`config.mk`:
```
export PLATFORM = sky130hd
export DESIGN_NAME = data_bus_map
export DESIGN_NICKNAME = d
export VERILOG_FILES = /design/src/tenyr_pkg.sv /design/src/data_bus_map.sv
export SDC_FILE = /design/constraint.sdc
export NUM_CORES = 1
export LEC_CHECK = 0
export BUFFER_PORTS_ARGS = -buffer_cell sky130_fd_sc_hd__buf_2
export CAP_MARGIN = 20
export CORE_AREA = 4 4 73 82
export CTS_CLUSTER_DIAMETER = 200
export CTS_CLUSTER_SIZE = 24
export DETAILED_ROUTE_END_ITERATION = 8
export DIE_AREA = 0 0 77 86
export PLACE_DENSITY = 0.73
export SYNTH_ARGS = -nofsm -noshare
export SYNTH_HDL_FRONTEND = slang
export SYNTH_SLANG_ARGS = --single-unit
```
`constraint.sdc`:
```
create_clock -name clk -period 1.65 [get_ports clk]
set_clock_uncertainty 0.1 [all_clocks]
set_input_delay 0.33 -clock clk [delete_from_list [all_inputs] [get_ports clk]]
set_output_delay 0.33 -clock clk [all_outputs]
set_load 0.05 [all_outputs]
```
`src/tenyr_pkg.sv`:
```
package tenyr_pkg;

    localparam int word_w = 32;
    localparam int addr_w = 11;

    localparam int ram_words = 1024;
    localparam int display_addr = 1024;
    localparam int led_addr = 1025;

    localparam int reg_count = 16; // Register 0 is hardwired to zero

    typedef enum logic [3:0] {
        ADD   = 4'h0,
        SUB   = 4'h1,
        AND   = 4'h2,
        OR    = 4'h3,
        XOR   = 4'h4,
        SHL   = 4'h5,
        LT    = 4'h6,
        LOAD  = 4'h7,
        STORE = 4'h8,
        BNZ   = 4'h9,
        HALT  = 4'hA,
        NOP   = 4'hF  // Every undefined code decodes to this
    } opcode_t;

    typedef enum logic [1:0] {
        FETCH     = 2'd0,
        EXEC      = 2'd1,
        LOAD_WAIT = 2'd2
    } core_state_t;

endpackage

```
`src/data_bus_map.sv`:
```
`timescale 1ns/1ps

module data_bus_map (
    input  logic                         clk,
    input  logic                         arst_n,
    input  logic [tenyr_pkg::addr_w-1:0] d_addr,
    input  logic [tenyr_pkg::word_w-1:0] d_wdata,
    input  logic                         d_we,
    output logic [tenyr_pkg::word_w-1:0] d_rdata,
    output logic                         ram_we,
    input  logic [tenyr_pkg::word_w-1:0] ram_rdata,
    output logic [15:0]                  display,
    output logic [7:0]                   led
);

    logic                         in_ram;
    logic                         sel_ram;
    logic [tenyr_pkg::word_w-1:0] reg_rdata;

    assign in_ram = d_addr < tenyr_pkg::ram_words;
    assign ram_we = d_we && in_ram;

    always_ff @(posedge clk or negedge arst_n) begin
        if (!arst_n) begin
            display <= '0;
            led     <= '0;
            sel_ram <= 1'b1;
        end else begin
            sel_ram <= in_ram; // Read select lines up with the RAM latency
            if (d_we && (d_addr == tenyr_pkg::display_addr)) begin
                display <= d_wdata[15:0];
            end
            if (d_we && (d_addr == tenyr_pkg::led_addr)) begin
                led <= d_wdata[7:0];
            end
        end
    end

    always_ff @(posedge clk) begin
        if (d_addr == tenyr_pkg::display_addr) begin
            reg_rdata <= {{(tenyr_pkg::word_w-16){1'b0}}, display};
        end else if (d_addr == tenyr_pkg::led_addr) begin
            reg_rdata <= {{(tenyr_pkg::word_w-8){1'b0}}, led};
        end else begin
            reg_rdata <= '0; // Unmapped addresses read zero
        end
    end

    assign d_rdata = sel_ram ? ram_rdata : reg_rdata;

endmodule

```
==> results of run 1 <==
## kinds of logic (layout without fill, tap and decap cells)
group / after synthesis / after routing / share of synthesized area, %
AND/OR/NAND/NOR: 42 / 42 / 15.49
flip-flops: 41 / 41 / 52.83
multiplexers: 48 / 48 / 29.59
buffers and inverters: 8 / 146 / 2.093
## path summary, 6_finish.rpt
path                       startpoint      endpoint  slack (ps)  depth (start not counted)
setup reg to reg               led[2]        led[2]         760                          1
min in group asynchronous      arst_n        led[2]         470                          2
hold reg to reg            display[9]  reg_rdata[9]         410                          1
hold / removal             d_addr[10]       sel_ram         160                          3
setup / recovery              sel_ram   d_rdata[14]        -310                          3
max in group asynchronous      arst_n       sel_ram         610                          2
## tightest hold or removal path: cells and delay by family
kind                   cells  cell delay, ps
buffers and inverters      3             220
## power groups by stage
stage	Clock, mW	Combinational (mW)	Sequential [mW]
after floorplan	0	0.245	1.05
after global placement	0	0.407	1.03
after detailed placement	0	0.411	1.03
after CTS	0.833	0.479	1.01
after global routing	0.868	0.534	1.01
final	0.813	0.508	1.01
## flip-flops by register name, summed over array words and instances (netlist names)
| name | cells |
|---|---|
| led | 8 |
| display | 16 |
| sel_ram | 1 |
| reg_rdata | 16 |
## metrics by stage
| step | power (mW) | TNS (ps) |
|---|---|---|
| global route | 2.413 | -11040 |
| floorplan | 1.293 | -7328 |
| CTS | 2.323 | -7782 |
| detailed placement | 1.442 | -10870 |
| finish | 2.332 | -8456 |
| global placement | 1.438 | -10130 |
## layer usage
layer,global-route usage [%],vias to the layer above,share of wire (%)
met4,6.311,0,1.6
met3,2.311,6,5.2
met2,27.58,60,54
li1,-,748,-
met1,17.72,707,39
met5,0,-,0
## placed cells by master, fill, tap and decap left out
| cell | count |
|---|---|
| nor4_2 | 1 |
| and2_4 | 4 |
| nand2_1 | 1 |
| or3_4 | 1 |
| nor4_4 | 2 |
| buf_8 | 8 |
| and2_1 | 20 |
| buf_4 | 10 |
| clkbuf_16 | 3 |
| or4_4 | 2 |
| clkbuf_8 | 5 |
| mux2i_1 | 8 |
| buf_2 | 83 |
| inv_1 | 2 |
| or3_1 | 1 |
| dlygate4sd3_1 | 1 |
| mux2_2 | 2 |
| mux2_4 | 38 |
| buf_12 | 2 |
| nor2_1 | 9 |
| or3b_4 | 1 |
| clkinv_2 | 1 |
| dfxtp_1 | 16 |
| dfrtp_1 | 24 |
| dfstp_2 | 1 |
| buf_6 | 31 |
## timing repair
item | CTS | global route
endpoints found under the hold margin | 24 | 0
endpoints found under the setup margin | 49 | 56
pin swaps | 1 | 1
hold buffers | 1 | 0
buffers inserted | 1 | 2
gates resized for setup | 83 | 20
gates cloned | 1 | 1
## final cells by class
class	count	area share, %
clock buffers	7	3.755
clock inverters	1	0.1581
inverters	2	0.2372
multi-input cells	90	30.87
flip-flops and latches	41	29.92
well taps	60	2.372
repair buffers	136	32.69
==> impl_metrics.tcl, run 1 <==
set metrics [dict create \
    crit_arrival_ps 1530 \
    first_global_vias 1604 \
    async_flop_share_pct 60.98 \
    grt_pass1_wl_um 7955 \
    regArea_um2 947.2 \
    fin_crit_ps 1963 \
    power.density_nw_per_um2 736.6 \
    cts_root_buf "clkbuf_8" \
    clk_pin_slew_ps 80 \
    synthesis.area_um2 1793 \
    ys_types 19 \
    rows 28 \
    clockPowerShare_pct 34.9 \
    ys_seq_area_share_pct 52.83 \
    initial_core_util_pct 34.35 \
    crit_family "flip-flops" \
    postLayoutCellArea_um2 3166 \
    path_max_fanout 10 \
    clock_sinks 41 \
    postSynthCellCount 139 \
    nets 354 \
    power_leakage_nw 1.668 \
    n_antenna_cell 0 \
    pre_cts_ws_ps -358.6 \
    setup_ws_ps -313.2 \
    num_vias 1521 \
    first_iter_violations 22 \
    yosys_warnings 0 \
    cts_tree "built" \
    cp_cell_sequence "buf_12, mux2_2, buf_6" \
    ios 135 \
    worstSetupPathType "flop to primary output" \
    cts_made_buffers 5 \
    wl_per_cell_um 14.81 \
    drive_gt1_share_pct 70.40 \
    cts_max_path_buffers 2 \
    timing.critical_path.slowest_cell_delay_ps 590 \
    rsz0062_at_grt "true" \
    final_cells 337 \
    max-vdd-ir-drop_mv 0.5023 \
    fillCellCount 388 \
    syn_to_final_growth_pct 76.55 \
    dieArea_um2 6622 \
    max-cap-violations 0 \
    gr-total-overflow 0 \
    p_sw_share_pct 26.49 \
    grt_util_all_layers_pct 15.13 \
    startpoint_type "flop" \
    hold_viol_final 0 \
    viasPerCell 4.513 \
    violations "negative setup slack" \
    crit_path_end_kind "primary output" \
    place_congestion 0.8007 \
    synth_top_cell_by_area "dfrtp_1" \
    placedCellCount 324 \
    synth-edff-count 0 \
    grt_antenna_before_repair 0 \
    crit_required_ps 1220 \
    slowest_stage "dfstp_2" \
    hold_class "input pin to flop" \
    relSlewSlack_pct 63.39 \
    die_h_um 86 \
    multiInputGateArea_um2 977.2 \
    timing.hold.ws_ps 160.7 \
    finalWirelength_um 4991 \
    setup_viol 48 \
    core-area_um2 5220 \
    combinationalPowerShare_pct 21.8 \
    htree_levels 2 \
    place_area_um2 2643 \
    cp.buffers_inverters 2 \
    die-width_um 77 \
    fin_crit_sh_pct 119.0 \
    finish.utilization_pct 60.64 \
    yosys-top-cells-area "dfrtp_1, mux2_2, dfxtp_1, and2_1, mux2i_1" \
    tightest_slew_ps 549.2 \
    avgSynthCellArea_um2 12.90 \
    synth_seq_cells 41 \
    synth-main-ff-cell "dfrtp_1" \
    synthTopCellsByCount "mux2_2, and2_1, dfrtp_1, dfxtp_1, nor2_1" \
    switchingPower_mw 0.6175 \
    ant_nets 0 \
    synth.most_common_cell "mux2_2" \
    dr.pass1.iters 3 \
    fmax_mhz 509.4 \
    port-buffer-count 118 \
    syn-num-nets 217 \
    synth_top_area_share_pct 33.50 \
    drcViolationCount 0 \
    p_int_mw 1.714 \
    maxSlewViolCount 0 \
    status "complete, but fails checks" \
    hpwl_um 3771 \
    clkLatencyLatePin_ps 290 \
    grt_max_degree 26 \
    power_frac_seq_pct 43.4 \
]
Note: power is estimated with default switching activity, not from simulation.
==> run 2, diff against run 1 <==
--- a/config.mk
+++ b/config.mk
@@ -6,13 +6,14 @@
 export NUM_CORES = 1
 export LEC_CHECK = 0
 export BUFFER_PORTS_ARGS = -buffer_cell sky130_fd_sc_hd__buf_2
-export CAP_MARGIN = 20
+export CAP_MARGIN = 30
 export CORE_AREA = 4 4 73 82
 export CTS_CLUSTER_DIAMETER = 200
 export CTS_CLUSTER_SIZE = 24
 export DETAILED_ROUTE_END_ITERATION = 8
 export DIE_AREA = 0 0 77 86
 export PLACE_DENSITY = 0.73
+export RECOVER_POWER = 25
 export SYNTH_ARGS = -nofsm -noshare
 export SYNTH_HDL_FRONTEND = slang
 export SYNTH_SLANG_ARGS = --single-unit
==> run 2 against run 1 <==
Compared with the run above:
- the flow still finishes with violations (negative setup slack)
- wire length about the same
- setup slack about the same
- critical endpoint unchanged
- flip-flop and latch count unchanged
- first-iteration DRC count increased by 9.1%
==> impl_metrics.tcl, run 2 (synthesis gave the netlist of run 1 again) <==
set metrics [dict create \
    fin_crit_ps 1964 \
    wl_per_cell_um 14.80 \
    ant_nets 0 \
    cts_root_buf "clkbuf_8" \
    violations "negative setup slack" \
    first_iter_violations 24 \
    final_cell_mix "buf_2, mux2_4, buf_6, dfrtp_1, and2_1" \
    port-buffer-count 118 \
    hold_viol_final 0 \
    syn_to_final_growth_pct 76.55 \
    maxSlewViolCount 0 \
    htree_levels 2 \
    crit_start "sel_ram" \
    dr.pass1.iters 3 \
    fmax_mhz 509.3 \
    first_global_vias 1604 \
    status "complete, but fails checks" \
    rsz0062_at_grt "true" \
    reg2reg_from "led[2]" \
    crit_arrival_ps 1530 \
    top_regs "display: 16 flops, reg_rdata: 16 flops, led: 8 flops" \
    setup_tns_ps -8484 \
    initial_core_util_pct 34.35 \
    cts_made_buffers 5 \
    max-vdd-ir-drop_mv 0.5019 \
    viasPerCell 4.516 \
    core-area_um2 5220 \
    relSlewSlack_pct 59.46 \
    clkLatencyLatePin_ps 290 \
    finalWirelength_um 4988 \
    nets 354 \
    ios 135 \
    worstSetupPathType "flop to primary output" \
    grt_pass1_wl_um 7955 \
    die-width_um 77 \
    num_vias 1522 \
    dieArea_um2 6622 \
    hold_class "input pin to flop" \
    cts_tree "built" \
    crit_required_ps 1220 \
    grt_max_degree 26 \
    hpwl_um 3771 \
    layout_commonest_cell "buf_2" \
    n_antenna_cell 0 \
    tightest_slew_ps 608.0 \
    worstHoldStart "d_wdata[8]" \
    die_h_um 86 \
    setup_ws_ps -313.5 \
    p_total_mw 2.331 \
    grt_antenna_before_repair 0 \
    grt_util_all_layers_pct 15.13 \
    place_congestion 0.8007 \
    rows 28 \
    clk_pin_slew_ps 80 \
    max-cap-violations 0 \
    clock_sinks 41 \
    gr-total-overflow 0 \
    power.density_nw_per_um2 736.5 \
    fin_crit_sh_pct 119.0 \
    cts_max_path_buffers 2 \
    path_max_fanout 10 \
    crit_path_end_kind "primary output" \
    drcViolationCount 0 \
    power_leakage_nw 1.668 \
    startpoint_type "flop" \
    setup_viol 48 \
    drive_gt1_share_pct 70.40 \
]
## run 2: cell count changes in the layout (fill, tap and decap cells not counted)
cell / before / now
clkbuf_4: 0 / 1
clkbuf_2: 0 / 1
buf_2: 83 / 82
buf_4: 10 / 9
## run 2: path summary, 6_finish.rpt
| path | end | slack (ps) | depth (start not counted) |
|---|---|---|---|
| worst max-delay path | d_rdata[14] | -310 | 3 |
| worst min-delay path | display[8] | 170 | 2 |
| worst max register to register | led[2] | 760 | 1 |
| worst min register to register | reg_rdata[9] | 410 | 1 |
| max in group asynchronous | display[15] | 560 | 2 |
| min in group asynchronous | led[2] | 490 | 2 |
## run 2: worst max-delay path: stages (launching register included)
cell and delay (ps):
dfstp_2 590, buf_12 150, mux2_2 340, buf_6 160
## run 2: area by class of cell
cell class / count / area, um^2
clock buffers: 7 / 118.9
clock inverters: 1 / 5.005
fillers: 388 / 2054
inverters: 2 / 7.507
multi-input cells: 90 / 977.2
flip-flops and latches: 41 / 947.2
well taps: 60 / 75.07
repair buffers: 136 / 1035
## run 2: per-stage QoR
step	hold slack [ps]	cells	setup WS (ps)	util [%]	instance area [um^2]
finish	168.9	337	-313.5	60.64	3166
global route	165.2	337	-363.3	60.64	3166
CTS	155.0	335	-340.1	58.70	3064
detailed placement	246.8	324	-358.6	50.62	2643
global placement	244.9	324	-332.4	50.62	2643
floorplan	-65.59	139	-356.6	-	1901
## run 2: per-layer routing
| metal | vias to the layer above | routed length (um) | track usage, % |
|---|---|---|---|
| met1 | 707 | 1940 | 17.72 |
| met2 | 60 | 2707 | 27.58 |
| met4 | 0 | 81 | 6.311 |
| li1 | 749 | - | - |
| met3 | 6 | 258 | 2.311 |
| met5 | - | 0 | 0 |
## run 2: where the power goes
group | switching (mW) | leakage, nW | internal (mW) | total [mW]
Combinational | 0.277 | 1.13 | 0.230 | 0.507
Clock | 0.334 | 0.0645 | 0.479 | 0.813
Sequential | 0.00602 | 0.474 | 1.01 | 1.01
Total | 0.618 | 1.67 | 1.71 | 2.33
## run 2: timing repair
action	in CTS	in global routing
pin swaps	1	1
hold buffers	1	0
gates cloned	1	1
hold endpoints to repair	24	0
setup endpoints to repair	49	56
setup buffers	1	2
resized for setup	83	20
