--- src/tenyr_pkg.sv ---
package tenyr_pkg;

    localparam int word_w = 32;
    localparam int addr_w = 11;

    localparam int ram_words = 1024;
    localparam int display_addr = 1024;
    localparam int led_addr = 1025;

    localparam int reg_count = 16; // Register 0 is hardwired to zero

    typedef enum logic [3:0] {
        ADD   = 4'h0,
        SUB   = 4'h1,
        AND   = 4'h2,
        OR    = 4'h3,
        XOR   = 4'h4,
        SHL   = 4'h5,
        LT    = 4'h6,
        LOAD  = 4'h7,
        STORE = 4'h8,
        BNZ   = 4'h9,
        HALT  = 4'hA,
        NOP   = 4'hF  // Every undefined code decodes to this
    } opcode_t;

    typedef enum logic [1:0] {
        FETCH     = 2'd0,
        EXEC      = 2'd1,
        LOAD_WAIT = 2'd2
    } core_state_t;

endpackage

--- src/alu_execute.sv ---
`timescale 1ns/1ps

module alu_execute (
    input  tenyr_pkg::opcode_t           op,
    input  logic [tenyr_pkg::word_w-1:0] a,
    input  logic [tenyr_pkg::word_w-1:0] b,
    input  logic [tenyr_pkg::word_w-1:0] imm,
    output logic [tenyr_pkg::word_w-1:0] result,
    output logic [tenyr_pkg::addr_w-1:0] mem_addr,
    output logic                         take_branch
);

    logic [tenyr_pkg::word_w-1:0] b_imm;
    logic [tenyr_pkg::word_w-1:0] eff_addr;

    assign b_imm = b + imm; // Second operand of every instruction

    always_comb begin
        case (op)
            tenyr_pkg::ADD: result = a + b_imm;
            tenyr_pkg::SUB: result = a - b_imm;
            tenyr_pkg::AND: result = a & b_imm;
            tenyr_pkg::OR:  result = a | b_imm;
            tenyr_pkg::XOR: result = a ^ b_imm;
            tenyr_pkg::SHL: result = a << b_imm[4:0];
            tenyr_pkg::LT: begin
                result = '0;
                result[0] = $signed(a) < $signed(b_imm);
            end
            default:        result = '0;
        endcase
    end

    // Loads and stores address memory at A plus I
    assign eff_addr = a + imm;
    assign mem_addr = eff_addr[tenyr_pkg::addr_w-1:0];

    assign take_branch = (op == tenyr_pkg::BNZ) && (a != '0);

endmodule

--- src/core.sv ---
`timescale 1ns/1ps

module core (
    input  logic                         clk,
    input  logic                         arst_n,
    output logic [tenyr_pkg::addr_w-1:0] i_addr,
    input  logic [tenyr_pkg::word_w-1:0] i_data,
    output logic [tenyr_pkg::addr_w-1:0] d_addr,
    output logic [tenyr_pkg::word_w-1:0] d_wdata,
    output logic                         d_we,
    input  logic [tenyr_pkg::word_w-1:0] d_rdata,
    output logic                         halt
);

    tenyr_pkg::core_state_t       state;
    logic [tenyr_pkg::addr_w-1:0] pc;

    tenyr_pkg::opcode_t           op;
    logic [3:0]                   rd;
    logic [3:0]                   ra;
    logic [3:0]                   rb;
    logic [tenyr_pkg::word_w-1:0] imm;
    logic                         writes_reg;
    logic [tenyr_pkg::word_w-1:0] a;
    logic [tenyr_pkg::word_w-1:0] b;
    logic [tenyr_pkg::word_w-1:0] result;
    logic                         take_branch;
    logic                         wr_en;
    logic [tenyr_pkg::word_w-1:0] wr_data;

    insn_decode insn_decode_i (
        .insn(i_data), .op(op), .rd(rd), .ra(ra), .rb(rb), .imm(imm),
        .writes_reg(writes_reg)
    );

    alu_execute alu_execute_i (
        .op(op), .a(a), .b(b), .imm(imm), .result(result),
        .mem_addr(d_addr), .take_branch(take_branch)
    );

    result_commit result_commit_i (
        .clk(clk), .arst_n(arst_n), .ra(ra), .rb(rb), .a(a), .b(b),
        .wr_en(wr_en), .wr_idx(rd), .wr_data(wr_data)
    );

    assign i_addr  = pc; // Held through EXEC and LOAD_WAIT so i_data stays valid
    assign d_wdata = b;
    assign d_we    = (state == tenyr_pkg::EXEC) && (op == tenyr_pkg::STORE);

    // ALU results commit in EXEC, load data one cycle later
    assign wr_en = ((state == tenyr_pkg::EXEC) && writes_reg && (op != tenyr_pkg::LOAD))
                || (state == tenyr_pkg::LOAD_WAIT);
    assign wr_data = (state == tenyr_pkg::LOAD_WAIT) ? d_rdata : result;

    always_ff @(posedge clk or negedge arst_n) begin
        if (!arst_n) begin
            pc    <= '0;
            state <= tenyr_pkg::FETCH;
            halt  <= 1'b0;
        end else begin
            case (state)
                tenyr_pkg::FETCH: begin
                    if (!halt) begin // A halted core parks here
                        state <= tenyr_pkg::EXEC;
                    end
                end
                tenyr_pkg::EXEC: begin
                    case (op)
                        tenyr_pkg::LOAD: state <= tenyr_pkg::LOAD_WAIT;
                        tenyr_pkg::HALT: begin
                            halt  <= 1'b1;
                            state <= tenyr_pkg::FETCH;
                        end
                        default: begin
                            pc    <= take_branch ? imm[tenyr_pkg::addr_w-1:0] : pc + 1'b1;
                            state <= tenyr_pkg::FETCH;
                        end
                    endcase
                end
                tenyr_pkg::LOAD_WAIT: begin
                    pc    <= pc + 1'b1;
                    state <= tenyr_pkg::FETCH;
                end
                default: state <= tenyr_pkg::FETCH;
            endcase
        end
    end

endmodule

--- src/insn_decode.sv ---
`timescale 1ns/1ps

module insn_decode (
    input  logic [tenyr_pkg::word_w-1:0] insn,
    output tenyr_pkg::opcode_t           op,
    output logic [3:0]                   rd,
    output logic [3:0]                   ra,
    output logic [3:0]                   rb,
    output logic [tenyr_pkg::word_w-1:0] imm,
    output logic                         writes_reg
);

    assign rd = insn[27:24];
    assign ra = insn[23:20];
    assign rb = insn[19:16];

    // Immediate is signed and widened to a full word
    assign imm = {{(tenyr_pkg::word_w-16){insn[15]}}, insn[15:0]};

    always_comb begin
        case (insn[31:28])
            tenyr_pkg::ADD,
            tenyr_pkg::SUB,
            tenyr_pkg::AND,
            tenyr_pkg::OR,
            tenyr_pkg::XOR,
            tenyr_pkg::SHL,
            tenyr_pkg::LT,
            tenyr_pkg::LOAD,
            tenyr_pkg::STORE,
            tenyr_pkg::BNZ,
            tenyr_pkg::HALT: op = tenyr_pkg::opcode_t'(insn[31:28]);
            default:         op = tenyr_pkg::NOP;
        endcase
    end

    always_comb begin
        writes_reg = op inside {tenyr_pkg::ADD, tenyr_pkg::SUB, tenyr_pkg::AND,
                                tenyr_pkg::OR, tenyr_pkg::XOR, tenyr_pkg::SHL,
                                tenyr_pkg::LT, tenyr_pkg::LOAD};
    end

endmodule

--- src/result_commit.sv ---
`timescale 1ns/1ps

module result_commit (
    input  logic                         clk,
    input  logic                         arst_n,
    input  logic [3:0]                   ra,
    input  logic [3:0]                   rb,
    output logic [tenyr_pkg::word_w-1:0] a,
    output logic [tenyr_pkg::word_w-1:0] b,
    input  logic                         wr_en,
    input  logic [3:0]                   wr_idx,
    input  logic [tenyr_pkg::word_w-1:0] wr_data
);

    logic [tenyr_pkg::word_w-1:0] regs [tenyr_pkg::reg_count];

    always_ff @(posedge clk or negedge arst_n) begin
        if (!arst_n) begin
            for (int i = 0; i < tenyr_pkg::reg_count; i++) begin
                regs[i] <= '0;
            end
        end else if (wr_en && (wr_idx != 4'd0)) begin // Register 0 ignores writes
            regs[wr_idx] <= wr_data;
        end
    end

    always_comb begin
        if (ra == 4'd0) begin
            a = '0;
        end else begin
            a = regs[ra];
        end
    end

    always_comb begin
        if (rb == 4'd0) begin
            b = '0;
        end else begin
            b = regs[rb];
        end
    end

endmodule

--- config.mk ---
export PLATFORM = sky130hd
export DESIGN_NAME = core
export DESIGN_NICKNAME = d
export VERILOG_FILES = /design/src/tenyr_pkg.sv /design/src/alu_execute.sv /design/src/core.sv /design/src/insn_decode.sv /design/src/result_commit.sv
export SDC_FILE = /design/constraint.sdc
export NUM_CORES = 2
export LEC_CHECK = 0
export BUFFER_PORTS_ARGS = -buffer_cell sky130_fd_sc_hd__buf_2
export CAP_MARGIN = 20
export CORE_UTILIZATION = 50
export CTS_CLUSTER_SIZE = 14
export DETAILED_ROUTE_END_ITERATION = 10
export PLACE_DENSITY_LB_ADDON = 0.08
export SYNTH_ARGS = -nofsm -noshare
export SYNTH_HDL_FRONTEND = slang
export SYNTH_HIERARCHICAL = 1
export SYNTH_SLANG_ARGS = --single-unit
export TNS_END_PERCENT = 1
--- constraint.sdc ---
create_clock -name clk -period 8.3 [get_ports clk]
set_clock_uncertainty 0.2 [all_clocks]
set_input_delay 0.83 -clock clk [delete_from_list [all_inputs] [get_ports clk]]
set_output_delay 0.83 -clock clk [all_outputs]
set_load 0.1 [all_outputs]
==> impl_metrics.json <==
{
  "yosysSeqAreaShare": 0.345,
  "drt_drc_violations_left": 0,
  "largest_area_contributor_in_the_synthesized_netlist": "sky130_fd_sc_hd__dfrtp_1",
  "worst_slack_ns": 0.455,
  "grt-ovfl-total": 0,
  "violations": "hold timing",
  "critPathRequiredTime_ns": 8.58,
  "worst_ir_drop_vdd_mv": 0.323,
  "postCtsResizedCells": 0,
  "fillers": 6091,
  "rr_worst_depth": 24,
  "leakagePower_nw": 18.2,
  "status": "finished with violations",
  "worstReg2RegStart": "result_commit_i/regs[41]",
  "area.growth.synth_to_final_pct": 10.8,
  "clkSinkCount": 495,
  "grt_max_degree": 135,
  "final_net_count": 3541,
  "setup.worst_path.start_class": "input pin",
  "post_drt_wl_per_cell_um": 30.3,
  "grt_setup_unrepaired": "no",
  "report.power.total_mw": 13.7,
  "dieHeight_um": 270,
  "global_route.usage.total": 0.355,
  "layout.area.seq_um2": 12400,
  "multiInputGateArea_um2": 21700,
  "number_of_distinct_library_cells_after_synthesis": 97,
  "final_antenna_net_count": 0,
  "num_rows": 97,
  "synth_top_cell_area_share": 0.345,
  "fp.coreArea_um2": 70600,
  "syn_avg_cell_area_um2": 10.9,
  "ctsRootBufferMaster": "sky130_fd_sc_hd__clkbuf_16",
  "worst_setup_hold_path_clk_slew_ns": 0.07,
  "cts_made_buffers": 55,
  "finalCoreUtilization": 0.564,
  "die_area_um2": 73000,
  "cts_tree": "built",
  "synth_edf_count": 0,
  "synth_flop_cell": "sky130_fd_sc_hd__dfrtp_1",
  "min_path_type": "input pin to async pin",
  "source_to_sink_clock_delay_at_the_later_pin_of_the_worst_skew_pair_ns": 0.65,
  "routed_wl_um": 130000,
  "yosysWarnings": 6,
  "min_period_ns": 7.84,
  "htree_levels": 2,
  "dp_slack_ns": 0.0787,
  "postCtsSetupBuffers": 0,
  "max_cap_violations": 0,
  "final-hold-violation-count": 10,
  "power_per_cell_area_nw_per_um2": 344,
  "synthesis.nets": 3515,
  "antenna_found_initial": 0,
  "path_common_cell": "sky130_fd_sc_hd__a21o_1",
  "layout.cells.most_common_list": "sky130_fd_sc_hd__mux2_2 (522), sky130_fd_sc_hd__dfrtp_1 (495), sky130_fd_sc_hd__nand2_1 (209), sky130_fd_sc_hd__mux4_2 (178), sky130_fd_sc_hd__a21oi_1 (168)",
  "post_synth_inst_count": 3297,
  "quantity_of_hold_fixing_buffers_added_after_cts": 0,
  "yosys_register_bits": 495,
  "io_buffers": 121,
  "place_congestion": 0.977,
  "final-setup-viol-count": 0,
  "fmaxAchievable_mhz": 127,
  "path_class": "input pin to flop",
  "r2r_end": "result_commit_i/regs[320]",
  "floorplan.initialDensity": 0.509,
  "regToRegSetupSlack_ns": 0.80,
  "critPathBufInv": 1,
  "die_width_um": 270,
  "crit_arrival_ns": 8.12,
  "routed_via_density": 6.81,
  "cpLargestDelayFamily": "simple AND/OR/NAND/NOR gates",
  "place_inst": 4205,
  "max_fanout_on_critical_path": 25,
  "cp-end-kind": "flop",
  "post-route-period-util": 0.945,
  "detail_route.iter0.violations": 3259,
  "drive_gt1_frac": 0.342,
  "layoutNonFillerInstCount": 4308,
  "synthTopCellsByArea": "sky130_fd_sc_hd__dfrtp_1 (34%), sky130_fd_sc_hd__mux2_2 (16%), sky130_fd_sc_hd__mux4_2 (11%), sky130_fd_sc_hd__ha_1 (5.2%), sky130_fd_sc_hd__mux2i_1 (2.5%)",
  "drt_first_pass_iters": 6,
  "worst_slew_margin_rel": 0.272,
  "critical_path_depth": 26,
  "via_count": 29300,
  "first_global_vias": 29700,
  "slowest_stage": "sky130_fd_sc_hd__nor2b_4",
  "final_max_slew_viol_count": 0,
  "fin_worst_hold_slack_ns": -0.00723,
  "synth_cell_area_um2": 36000,
  "share_of_async_settable_or_async_resettable_flops_after_synthesis": 1.00,
  "io_pins": 122,
  "setup_total_negative_slack_ns": 0,
  "most_frequent_standard_cell_in_the_layout_excluding_fill_and_tap_cells": "sky130_fd_sc_hd__mux2_2",
  "worst-slew-pin-transition_ns": 1.08,
  "detailed_place_hpwl_um": 88200,
  "maximum_single_stage_delay_on_the_critical_path_ns": 0.61,
  "grt_pass1_wl_um": 195000,
  "max-clock-path-buffers": 3
}
==> sequential cells by signal, summed over array words and instances (netlist names) <==
name and cells:
result_commit_i/regs 481, i_addr 11, state 2, halt 1
==> how the worst max path moves through the flow <==
stage,startpoint,to
after global routing,i_data[17],result_commit_i/regs[320]
after floorplan,i_data[18],result_commit_i/regs[254]
after CTS,i_data[17],result_commit_i/regs[25]
after global placement,i_data[17],result_commit_i/regs[254]
final,i_data[17],result_commit_i/regs[320]
after detailed placement,i_data[17],result_commit_i/regs[383]
==> synthesized netlist by cell type (all sizes together) (17+ instances only) <==
| cell | instances |
|---|---|
| mux2 | 545 |
| dfrtp | 495 |
| nand2 | 210 |
| mux4 | 178 |
| a21oi | 174 |
| buf | 172 |
| nor2 | 166 |
| ha | 148 |
| clkbuf | 139 |
| inv | 110 |
| o21ai | 98 |
| mux2i | 90 |
| nor3 | 64 |
| a221oi | 54 |
| nor2b | 54 |
| o22ai | 51 |
| a221o | 41 |
| o211ai | 37 |
| a22oi | 36 |
| a21o | 34 |
| o22a | 33 |
| nand2b | 30 |
| xnor2 | 29 |
| o31a | 28 |
| nand3 | 21 |
| nor4 | 21 |
| a31oi | 20 |
| xor2 | 18 |
| o21bai | 17 |
==> metrics by stage <==
stage	cell area (µm²)	hold slack [ns]
global route	39800	0.0613
CTS	39800	0.0357
global placement	37700	0.166
detailed placement	37700	0.167
floorplan	36000	0.228
finish	39800	-0.00723
==> power breakdown <==
part	switching [mW]	leakage [nW]	internal, mW
Sequential	0.609	6.67	3.18
Combinational	4.38	10.4	2.66
Clock	1.10	1.04	1.77
Total	6.08	18.2	7.61
==> worst register-to-register path: stages (launching register included) <==
cell	delay, ns
sky130_fd_sc_hd__dfrtp_1	0.40
sky130_fd_sc_hd__mux4_2	0.47
sky130_fd_sc_hd__o22a_1	0.21
sky130_fd_sc_hd__o31a_1	0.21
sky130_fd_sc_hd__ha_1	0.43
sky130_fd_sc_hd__a21o_1	0.19
sky130_fd_sc_hd__a21o_1	0.20
sky130_fd_sc_hd__a211o_1	0.30
sky130_fd_sc_hd__o211ai_1	0.09
sky130_fd_sc_hd__nand3_1	0.27
sky130_fd_sc_hd__o2111a_1	0.37
sky130_fd_sc_hd__or2_1	0.28
sky130_fd_sc_hd__a21o_1	0.19
sky130_fd_sc_hd__a21o_1	0.20
sky130_fd_sc_hd__xnor2_1	0.29
sky130_fd_sc_hd__ha_1	0.44
sky130_fd_sc_hd__nor4_1	0.42
sky130_fd_sc_hd__nand2_1	0.10
sky130_fd_sc_hd__o211a_1	0.29
sky130_fd_sc_hd__or4b_1	0.57
sky130_fd_sc_hd__nor4_1	0.21
sky130_fd_sc_hd__o21ai_1	0.10
sky130_fd_sc_hd__nand2_1	0.07
sky130_fd_sc_hd__nand2_1	0.37
sky130_fd_sc_hd__mux2_2	0.45
==> final cells by class <==
type	instances	area share
multi-input combinational	2381	0.546
sequential	495	0.311
timing repair buffer	280	0.0494
clock buffer	62	0.0365
tap	940	0.0295
clock inverter	39	0.0173
inverter	110	0.0104
antenna	1	0.0000628
==> metal layers <==
layer  vias to the layer above  wire length [µm]  global-route usage
met3                       324             10900              0.0705
met1                     15000             53300               0.473
met4                         0              5400               0.143
met5                         -                 0                   0
met2                      1484             60700               0.566
li1                      12500                 -                   -
==> cells by family (layout without fill, tap and decap cells) <==
family                     after synthesis  after routing  synth area share
other                                    0              1                 0
xor gates and xnor gates                47             47            0.0114
and+or+nand+nor                        640            640            0.0841
adders and majority gates              152            152            0.0537
buffers and inverters                  421            491            0.0548
muxes                                  813            813             0.307
AOI/OAI and AO/OA                      729            729             0.144
DFF                                    495            495             0.345
No activity file was read; power rests on OpenSTA's default activity.
